File: config.mk
export PLATFORM = sky130hd
export DESIGN_NAME = frame_base_gen
export DESIGN_NICKNAME = d
export VERILOG_FILES = /design/src/frame_rd_pkg.sv /design/src/frame_base_gen.sv
export VERILOG_INCLUDE_DIRS = /design/src
export SDC_FILE = /design/constraint.sdc
export NUM_CORES = 1
export LEC_CHECK = 0
export BUFFER_PORTS_ARGS = -buffer_cell sky130_fd_sc_hd__buf_2
export CAP_MARGIN = 20
export CORE_MARGIN = 10
export CORE_UTILIZATION = 38
export DETAILED_ROUTE_END_ITERATION = 16
export HOLD_SLACK_MARGIN = 0.15
export PLACE_DENSITY = 0.78
export SLEW_MARGIN = 15
export SYNTH_ARGS = -nofsm -noshare
export SYNTH_HDL_FRONTEND = slang
export SYNTH_SLANG_ARGS = --single-unit
File: constraint.sdc
create_clock -name clk -period 1.1 [get_ports clk]
set_input_delay 0.165 -clock clk [delete_from_list [all_inputs] [get_ports clk]]
set_output_delay 0.165 -clock clk [all_outputs]
set_load 0.05 [all_outputs]
File: src/frame_rd_params.svh
`ifndef FRAME_RD_PARAMS_SVH
`define FRAME_RD_PARAMS_SVH

// ddr word address and burst length widths
`define FR_ADDR_W 30
`define FR_LEN_W 28

// read channels sharing the ddr port
`define FR_NUM_CH 2

// picture geometry
`define FR_IMAGE_H 720
`define FR_LINE_W 10
`define FR_PITCH 320
`define FR_WR_NUM 1800

// frame slot layout, in words
`define FR_BLOCK_SIZE 'h80000
`define FR_HALF_OFFSET 'h38400
`define FR_CH_OFFSET 48
`define FR_START_ADDR 0
`define FR_SLOT_W 3

`define FR_FIFO_DEPTH 8

`endif

File: src/frame_rd_pkg.sv
package frame_rd_pkg;

  // read channel sequencing
  typedef enum logic [1:0] {
    ch_idle,
    ch_calc,
    ch_req,
    ch_wait
  } ch_state_t;

  // frame storage layout, picked once per frame
  // split keeps the lower half at double pitch and the upper half
  // in its own region of the slot
  typedef enum logic {
    layout_split,
    layout_linear
  } rd_layout_t;

endpackage

File: src/frame_base_gen.sv
`timescale 1ns/100ps
`include "frame_rd_params.svh"

module frame_base_gen (
  input  logic                                     clk,
  input  logic                                     rst,
  input  logic                                     rd_vs,
  input  logic [`FR_SLOT_W-1:0]                    wr_frame_cnt,
  input  frame_rd_pkg::rd_layout_t                 layout,
  input  logic [`FR_NUM_CH-1:0]                    ch_idle,
  output logic [`FR_NUM_CH-1:0][`FR_ADDR_W-1:0]    ch_base,
  output frame_rd_pkg::rd_layout_t                 frame_layout
);
  import frame_rd_pkg::*;

  localparam int ADDR_W = `FR_ADDR_W;
  localparam int SLOT_W = `FR_SLOT_W;
  localparam logic [ADDR_W-1:0] START     = ADDR_W'(`FR_START_ADDR);
  localparam logic [ADDR_W-1:0] BLOCK     = ADDR_W'(`FR_BLOCK_SIZE);
  localparam logic [ADDR_W-1:0] CH_REGION = ADDR_W'(`FR_CH_OFFSET * `FR_BLOCK_SIZE);

  logic              vs_d0;
  logic              vs_d1;
  logic              vs_rise;
  logic              accept;
  logic              accept_q;
  logic [SLOT_W-1:0] wr_cnt_q;
  logic [SLOT_W-1:0] slot;

  // word address of a slot inside one channel's region
  function automatic logic [ADDR_W-1:0] slot_base(input logic [SLOT_W-1:0] s, input int c);
    return START + ADDR_W'(s) * BLOCK + ADDR_W'(c) * CH_REGION;
  endfunction

  assign vs_rise = vs_d0 & ~vs_d1;
  // a new frame is only taken when no channel is mid-request
  assign accept  = vs_rise && (&ch_idle);

  always_ff @(posedge clk) begin
    if (rst) begin
      vs_d0        <= 1'b0;
      vs_d1        <= 1'b0;
      accept_q     <= 1'b0;
      slot         <= '0;
      frame_layout <= layout_split;
      for (int c = 0; c < `FR_NUM_CH; c++) begin
        ch_base[c] <= slot_base('0, c);
      end
    end else begin
      vs_d0    <= rd_vs;
      vs_d1    <= vs_d0;
      accept_q <= accept;
      if (accept) begin
        // writer is still filling wr_cnt_q, read the one before it
        slot         <= wr_cnt_q - SLOT_W'(1);
        frame_layout <= layout;
      end
      if (accept_q) begin
        for (int c = 0; c < `FR_NUM_CH; c++) begin
          ch_base[c] <= slot_base(slot, c);
        end
      end
    end
  end

  always_ff @(posedge clk) begin
    wr_cnt_q <= wr_frame_cnt;
  end

  a_base_only_on_frame : assert property (@(posedge clk) disable iff (rst)
    !accept_q |=> $stable(ch_base));

endmodule

; ---- After elaboration in Yosys (flattened, before gate mapping)
; Cells that the tools add are included.
[totals]
output_inout_bits = 61
rom_bits = 0
inputBits = 9
ramBits = 0
ff_bits = 43
wordCells = 14
memories = 0
latchBits = 0
[classes]
n_mul = 0
shifts = 0
eq_ne = 0
order_cmp = 0
muxes = 0
addsub = 2
div_mod_pow = 0
n_bitwise = 2
reduce_logical = 2
[ops]
columns = operator, n
row1 = $add 22x25->26 const B, 1
row2 = $sub 3x1->3 const B, 1
row3 = $reduce_and 2->1, 1
row4 = $and 1x1->1, 1
row5 = $logic_and 1x1->1, 1
row6 = $not 1->1, 1

; ---- Longest topological paths before layout
; Gate-level depths: netlist of the first run.
[logic_depth]
word_depth = 3
mapped_depth = 4
depth_no_buf = 4

; ---- Worst setup path after synthesis of the first run
; No wires, ideal clock.
[synth_timing]
path_type = register to output
startpoint = register ch_base[49] in the netlist's numbering
endpoint = output ch_base[49] in the netlist's numbering
stages_incl_launch_ff = 2
slack_ps = 23
arrival_time_ps = 912
path_cell_list = dfxtp_1 > buf_4
[synth_lines]
columns = element, line_no
row1 = "start, declared", frame_base_gen.sv:11  ; output logic [`FR_NUM_CH-1:0][`FR_ADDR_W-1:0] ch_base,
row2 = "start signal, assigned by index", frame_base_gen.sv:47  ; ch_base[c] <= slot_base('0, c);
row3 = "start signal, assigned by index", frame_base_gen.sv:60  ; ch_base[c] <= slot_base(slot, c);
; No word-level cell between the ends.

; ---- Worst setup path in the final report of the first run
[layout_timing]
startpoint = register ch_base[49] in the netlist's numbering
endpoint = output ch_base[49] in the netlist's numbering
; No word-level cell between the ends.

==> results of run 1 <==
## state kept, by name (all words and copies together), names as in the netlist
| signal | cells |
|---|---|
| ch_base | 3 |
| slot | 3 |
| wr_cnt_q | 3 |
| accept_q | 1 |
| frame_layout | 1 |
| vs_d0 | 1 |
| vs_d1 | 1 |
## through the flow
step	hold slack, ps	std cells
after floorplan	193	148
after global placement	268	133
after detailed placement	269	133
after CTS	197	142
after global routing	201	142
final	190	142
## cell usage after synthesis
cell      instances  area share
buf_4            57        0.49
dfxtp_1          13        0.30
mux2i_1           4       0.046
nor2_1            4       0.017
a211oi_2          3       0.043
nor2_2            3       0.021
nor2b_1           3       0.021
conb_1            2      0.0085
inv_1             2      0.0085
and4b_1           1       0.011
buf_6             1       0.013
clkbuf_1          1      0.0043
ha_1              1       0.014
xnor2_1           1       0.010
## worst min path at each step
stage / startpoint / endpoint / slack, ps / cells past startpoint
floorplan: wr_frame_cnt[0] / wr_cnt_q[0]$_DFF_P_ / 190 / 0
global placement: wr_frame_cnt[2] / wr_cnt_q[2]$_DFF_P_ / 270 / 1
detailed placement: wr_frame_cnt[2] / wr_cnt_q[2]$_DFF_P_ / 270 / 1
CTS: rst / slot[2]$_SDFFE_PP0P_ / 200 / 2
global route: rst / slot[2]$_SDFFE_PP0P_ / 200 / 2
finish: rst / slot[2]$_SDFFE_PP0P_ / 190 / 2
## cell families after synthesis
family                   count (synthesis)  share of synthesized area
AO/OA/AOI/OAI                            3                     0.0427
XOR/XNOR                                 1                    0.00996
adder cells (fa/ha/maj)                  1                     0.0142
buffers and inverters                   61                      0.512
flip-flops                              13                      0.296
multiplexers                             4                     0.0455
other                                    2                    0.00854
AND/OR/NAND/NOR                         11                     0.0711
## cell type report
| type | count | area, µm² | share of cell area |
|---|---|---|---|
| Timing Repair Buffer | 21 | 146 | 0.174 |
| Clock buffer | 4 | 26.3 | 0.0313 |
| Multi-Input combinational cell | 74 | 365 | 0.435 |
| Tap cell | 28 | 35.0 | 0.0417 |
| Sequential cell | 13 | 260 | 0.310 |
| Inverter | 2 | 7.51 | 0.00893 |
## repair_timing
action / CTS / global route
setup endpoints to repair: 0 / 9
hold endpoints to repair: 5 / 0
resized for setup: 0 / 8
hold buffers: 5 / 0
## power by group through the flow
stage          logic, mW  clock network [mW]  registers [mW]
2_1_floorplan      0.583                   0           0.505
3_3_place_gp       0.449                   0           0.503
3_5_place_dp       0.452                   0           0.503
4_1_cts            0.466               0.291           0.492
5_1_grt            0.496               0.312           0.494
6_report           0.478               0.289           0.492
## per-layer routing
layer | vias up | track usage | part of all wire
met5 | - | 0 | 0
met3 | 3 | 0.0228 | 0.21
met2 | 38 | 0.109 | 0.55
met1 | 203 | 0.0391 | 0.22
met4 | 0 | 0.0302 | 0.014
li1 | 221 | - | -
==> results list, run 1 <==
- Initial Util: 0.398
- The synthesized design contains 13 register bits.
- Reg-to-reg startpoint: vs_d0$_SDFF_PP0_
* Number of buffers inserted to repair setup after CTS: 0
- Across the routed clock network, the largest skew measured is 3.94 ps.
* Placed standard-cell area: about 750 µm²
* Placed wire-length estimate after detailed placement: roughly 1.3 mm
- Drt drc: 0
- Of all nets on the critical path, the largest fanout is 3.
- The internal power of the cells totals 0.665 mW.
* Number of gates on the worst path with buffers counted: 1
- Compared with the post-synthesis result, the final layout area differs by -4.41%.
- Before antenna repair, the detailed router went through 2 iterations.
- The number of buffers and inverters on the critical path is 1.
- For this run, the total global-route usage over all layers was measured as 0.0534.
- The first global-routing pass estimated around 1.9 mm of wire.
- TritonCTS built the clock tree.
- Post-DRT Antenna Nets: 0
* Max Transition Viols Final: 0
* Arrival time reported for the critical path endpoint: between 800 and 900 ps
- Pin placement for this block handled 70 I/O pins.
* H-tree levels: 1
- Static leakage: roughly 0.45 nW
* Internal reg-to-reg setup slack: ~60 ps
- The number of global-route vias before repair is between 400 and 500.
* Setup crit end kind: output port
- In this run the worst hold path is classified as input pin to flip-flop.
* Last weighted congestion value of the routability-driven placer: approximately 0.81
- Max-cap check violation count: 0
- Die Y-Extent: 68.1 µm
* Number of clock sinks: 13
- Of the total power, registers draw 0.391.
- Destination of the worst register-to-register timing path: slot[1]$_SDFFE_PP0P_
- Fin. Hold Viols: 0
- After floorplanning, the core was sized to cover 2210 µm².
* Vias: 465
* Width of the die: between 60 and 70 µm
- Max Root-Sink Buffers: 2
- Of the available clock period, the critical path in the final layout requires 0.959.
* Overall power consumption: between 1 and 1.5 mW
- Most common cell after layout, fill and taps aside: conb_1
- Clock tree synthesis selected as its root buffer the cell clkbuf_4.
- Maximum number of pins on one net before global-route repair: 11
- Overflow after GRT: 0
- Final-layout fill cell count: ~230
- The die covers approximately 4600 µm².
- Yosys printed 0 warnings.
- After synthesis, the mean cell area works out to a little over 9 µm².
- Least setup slack across all paths after layout: around 45 ps
- The clock reaches the later pin of the worst-skew pair after ~270 ps.
- Mean number of vias per cell: ~3.3
- The worst setup path is launched from a flip-flop.
- Prior to clock tree synthesis, the placed netlist has a worst setup slack of approximately 36 ps.
- The number of antenna diodes in the final layout is 0.
- Peak VDD IR: about 0.86 mV
* Setup_tns: 0 ps
- Sequential-to-total area share from yosys stat: 0.296
- With fillers left out, the area of the finished cells amounts to approximately 840 µm².
* CP Launch Point: ch_base[49]$_SDFFE_PP0P_
- After synthesis, the netlist uses 14 different library cells.
- Family with the most delay on the worst path: flip-flops
* Clock buffer count from CTS: 3
- Post-detailed-route wirelength per cell: roughly 11 µm
* Final Net Count: ~130
* Commonest cells after routing, fill and taps aside: conb_1 (54), dfxtp_1 (13), buf_2 (11), clkbuf_4 (5), dlygate4sd3_1 (5)
- For this block, the initial DRC count from the detailed router was 2.
* Final number of setup-violating endpoints: 0
- Time the worst path needs with I/O delays and setup: 1050 ps
- The number of antenna violations at the first check in global routing was 0.
* Power share of the clock group: 0.230
- Switching Share: 0.472
- Netlist area before placement: roughly 900 µm²
- After floorplanning, the core was divided into 17 placement rows.
- The analysis attributes to net switching a power of just under 0.6 mW.
- The signal on the critical path passes through buf_2.
* Layout cells sized above 1: 0.228
- The largest individual stage delay along the critical path comes from the cell dfxtp_1.
- Critical path endpoint: ch_base[49]
- Derived from the worst setup path, the maximum achievable clock frequency is 948 MHz.
- For this design the ratio of total power to cell area is between 1000 and 1500 nW/µm².
* Start-to-end type of the worst setup path: flip-flop to output port
- Stage delay of the slowest cell on the critical path: 350 ps
- Post-layout utilization of the core: 0.380
- Gate count after technology mapping: 96
* CP Data Required Time: around 940 ps
- Status: finished clean
* Part of the power in combinational logic: 0.380
- Input and output buffers added on the ports amount to 15.
- The number of cells on the worst reg-to-reg path is 4.
- Summed over all layers, the routed wires come to roughly 1.6 mm.
- Clock-pin slew was measured on the worst setup and hold paths at about 80 ps.
- Setup repair after global routing could not meet its margin everywhere.
(Power assumes the default switching activity.)
==> run 2: changes to the inputs <==
Settings changed: CORE_ASPECT_RATIO set to 0.8, CORE_UTILIZATION 38 to 40, CTS_BUF_LIST set to sky130_fd_sc_hd__clkbuf_8, PLACE_DENSITY 0.78 to 0.82.
==> run 2 against run 1 <==
  * Routed wire length fell by 0.89%
  * Critical path depth rose by 3
  * Clock-buffer cell count fell by 1
  * Clock power rose by 39%
  * Global-route usage rose by 1.0 points
  * Sequential share of layout area barely moved
  * Sequential cell count did not move
  * Via count fell by 0.43%
  * Combinational power barely moved
  * Sequential power barely moved
  * Register-to-register slack barely moved
  * Power rose by 8.8%
  * Largest power group unchanged
==> results list, run 2 (synthesis gave the netlist of run 1 again) <==
- Status: finished clean
- Destination of the worst register-to-register timing path: slot[2]$_SDFFE_PP0P_
- Family with the most delay on the worst path: simple AND/OR/NAND/NOR gates
- Overall fraction of global-route tracks in use: 0.0639
- Number of gates on the worst path with buffers counted: 4
- Upper clock frequency limit: between 900 and 1000 MHz
* Max Root-Sink Buffers: 2
- The die covers around 4500 µm².
* Rows: 15
* Stage delay of the slowest cell on the critical path: ~300 ps
* Setup_tns: 0 ps
- Fin. Hold Viols: 0
* H-tree levels: 1
- Die Y-Extent: 61.9 µm
- Buffers & Inverters on Critical Path: 1
- Number of clock sinks: 13
* Post-detailed-route wirelength per cell: ~11 µm
- Reg-to-reg startpoint: vs_d1$_SDFF_PP0_
* Design Area, Final: about 840 µm²
- The final route contains approximately 460 vias.
* Ant diodes: 0
- Port buffering added 15 buffers.
- Entering global routing, the biggest net connects 11 pins.
- The wire-length estimate of the detail-placed layout is 1.35 mm.
* First-pass iteration count of the detailed router: 1
- Clock-pin slew was measured on the worst setup and hold paths at around 50 ps.
- The worst setup path is captured at a flip-flop.
- The later pin in the worst-skew pair is clocked with a latency of roughly 240 ps.
- Among all stages on the critical path, the largest delay is contributed by and4b_2.
- Peak VDD IR: around 0.75 mV
- Static leakage: ~0.46 nW
- Routability-driven placement finished with a final weighted congestion of slightly below 0.8.
* Time the worst path needs with I/O delays and setup: about 1000 ps
- Regs by FF count: ch_base: 3 flops, slot: 3 flops, wr_cnt_q: 3 flops
- Of all nets on the critical path, the largest fanout is 4.
- TritonCTS clock tree: yes
* Final number of setup-violating endpoints: 0
* Routed wire length: ~1.6 mm
- The first global-routing pass estimated roughly 2.3 mm of wire.
- Clock buffer count from CTS: 3
- Drt drc: 0
- The worst setup path is launched from a flip-flop.
* Power share of the clock group: 0.293
* Part of the power in combinational logic: 0.347
- Max-cap check violation count: 0
- From left edge to right edge, the die measures a little over 70 µm.
- Most common cell after layout, fill and taps aside: conb_1
- Of the total power, the share spent switching nets is 0.439.
- Dividing total power by cell area gives a power density of between 1500 and 2000 nW/µm².
- In the routed layout, each cell is associated on average with a via count of roughly 3.3.
- Arrival time reported for the critical path endpoint: approximately 1200 ps
* Setup repair after global routing missed its margin: false
- Number of buffers inserted to repair setup after CTS: 0
* Initial Util: 0.415
- The region available for standard cell placement spans between 2000 and 2500 µm².
* Final Net Count: 125
- NetSw: between 0.6 and 0.7 mW
* Start-to-end type of the worst setup path: flip-flop to flip-flop
- Vias in the first global route: ~500
* Type of the worst min-delay path: input pin to flip-flop
- Commonest cells after routing, fill and taps aside: conb_1 (54), buf_2 (15), dfxtp_1 (13)
- The internal power of the cells totals 0.769 mW.
- Worst hold stages: 3
* Cell depth of the worst flop-to-flop path: 4
- Internal reg-to-reg setup slack: approximately 62 ps
- Final hold analysis gives a worst-case slack of ~170 ps.
- During I/O placement, the number of pins put on the boundary was 70.
- Post-DRT Antenna Nets: 0
- Traced cell by cell, the critical path runs through and4b_2, buf_4, nor2_2, a211oi_2.
* Final Cycle Share: 0.943
- For the worst setup path, the data required time is roughly 1300 ps.
- At the end of the flow the core is filled with cells to 0.396.
* Overflow after GRT: 0
- The number of antenna violations at the first check in global routing came to 0.
- Layout cells sized above 1: 0.237
* Origin of the worst min-delay path: layout
* Area growth from synthesis to final layout: -4.55%
- Endpoint of the worst hold-timing path: frame_layout$_SDFFE_PP0P_
- Clock skew on the completed layout was measured at about 1.2 ps.
* Root buffer cell: clkbuf_8
* Max Transition Viols Final: 0
- Once placement finished, the instance area stood at 753 µm².
* Final-layout fill cell count: 214
- Of the total power, registers draw 0.360.
- The detailed router finished its first iteration with 0 violations.
run 2: timing repair:
item	CTS	global route
hold endpoints to repair	4	0
resized for setup	0	1
endpoints found under the setup margin	0	1
hold buffers	4	0
run 2: how the worst max path moves through the flow:
stage                                   startpoint  slack (ps)                   end
after floorplan           ch_base[49]$_SDFFE_PP0P_          20           ch_base[49]
after global placement            vs_d1$_SDFF_PP0_          90  slot[2]$_SDFFE_PP0P_
after detailed placement          vs_d1$_SDFF_PP0_          50  slot[2]$_SDFFE_PP0P_
after CTS                         vs_d1$_SDFF_PP0_          40  slot[2]$_SDFFE_PP0P_
after global routing              vs_d0$_SDFF_PP0_           2  slot[2]$_SDFFE_PP0P_
final                             vs_d1$_SDFF_PP0_          60  slot[2]$_SDFFE_PP0P_
run 2: cell type report:
cell class	count	area (µm²)	area share
Inverter	2	7.51	0.00894
Timing Repair Buffer	21	130	0.155
Tap cell	25	31.3	0.0373
Multi-Input combinational cell	74	365	0.435
Clock inverter	1	3.75	0.00447
Sequential cell	13	260	0.310
Clock buffer	3	41.3	0.0492
run 2: worst register-to-register path, delay by kind of cell, from the launching register on:
| family | cells | cell delay [ps] |
|---|---|---|
| AND/OR/NAND/NOR | 2 | 340 |
| flip-flops | 1 | 290 |
| AO/OA/AOI/OAI | 1 | 180 |
| buffers and inverters | 1 | 150 |
run 2: stage by stage:
stage | worst slack [ps] | instances | total power [mW]
after floorplan | 22.6 | 148 | 1.09
after global placement | 90.2 | 131 | 0.953
after detailed placement | 50.7 | 131 | 0.956
after CTS | 37.0 | 139 | 1.37
after global routing | 1.65 | 139 | 1.43
final | 62.2 | 139 | 1.37
run 2: routing by layer:
layer | up-vias | routed length [µm] | GRT usage
met5 | - | 0 | 0
li1 | 220 | - | -
met1 | 204 | 391 | 0.0426
met4 | 0 | 23 | 0.0405
met3 | 2 | 287 | 0.0444
met2 | 37 | 854 | 0.126
run 2: power groups by stage:
stage          clock network [mW]  logic, mW  registers (mW)
5_1_grt                     0.438      0.497           0.495
6_report                    0.402      0.475           0.493
4_1_cts                     0.417      0.464           0.493
2_1_floorplan                   0      0.583           0.505
3_3_place_gp                    0      0.450           0.503
3_5_place_dp                    0      0.453           0.503
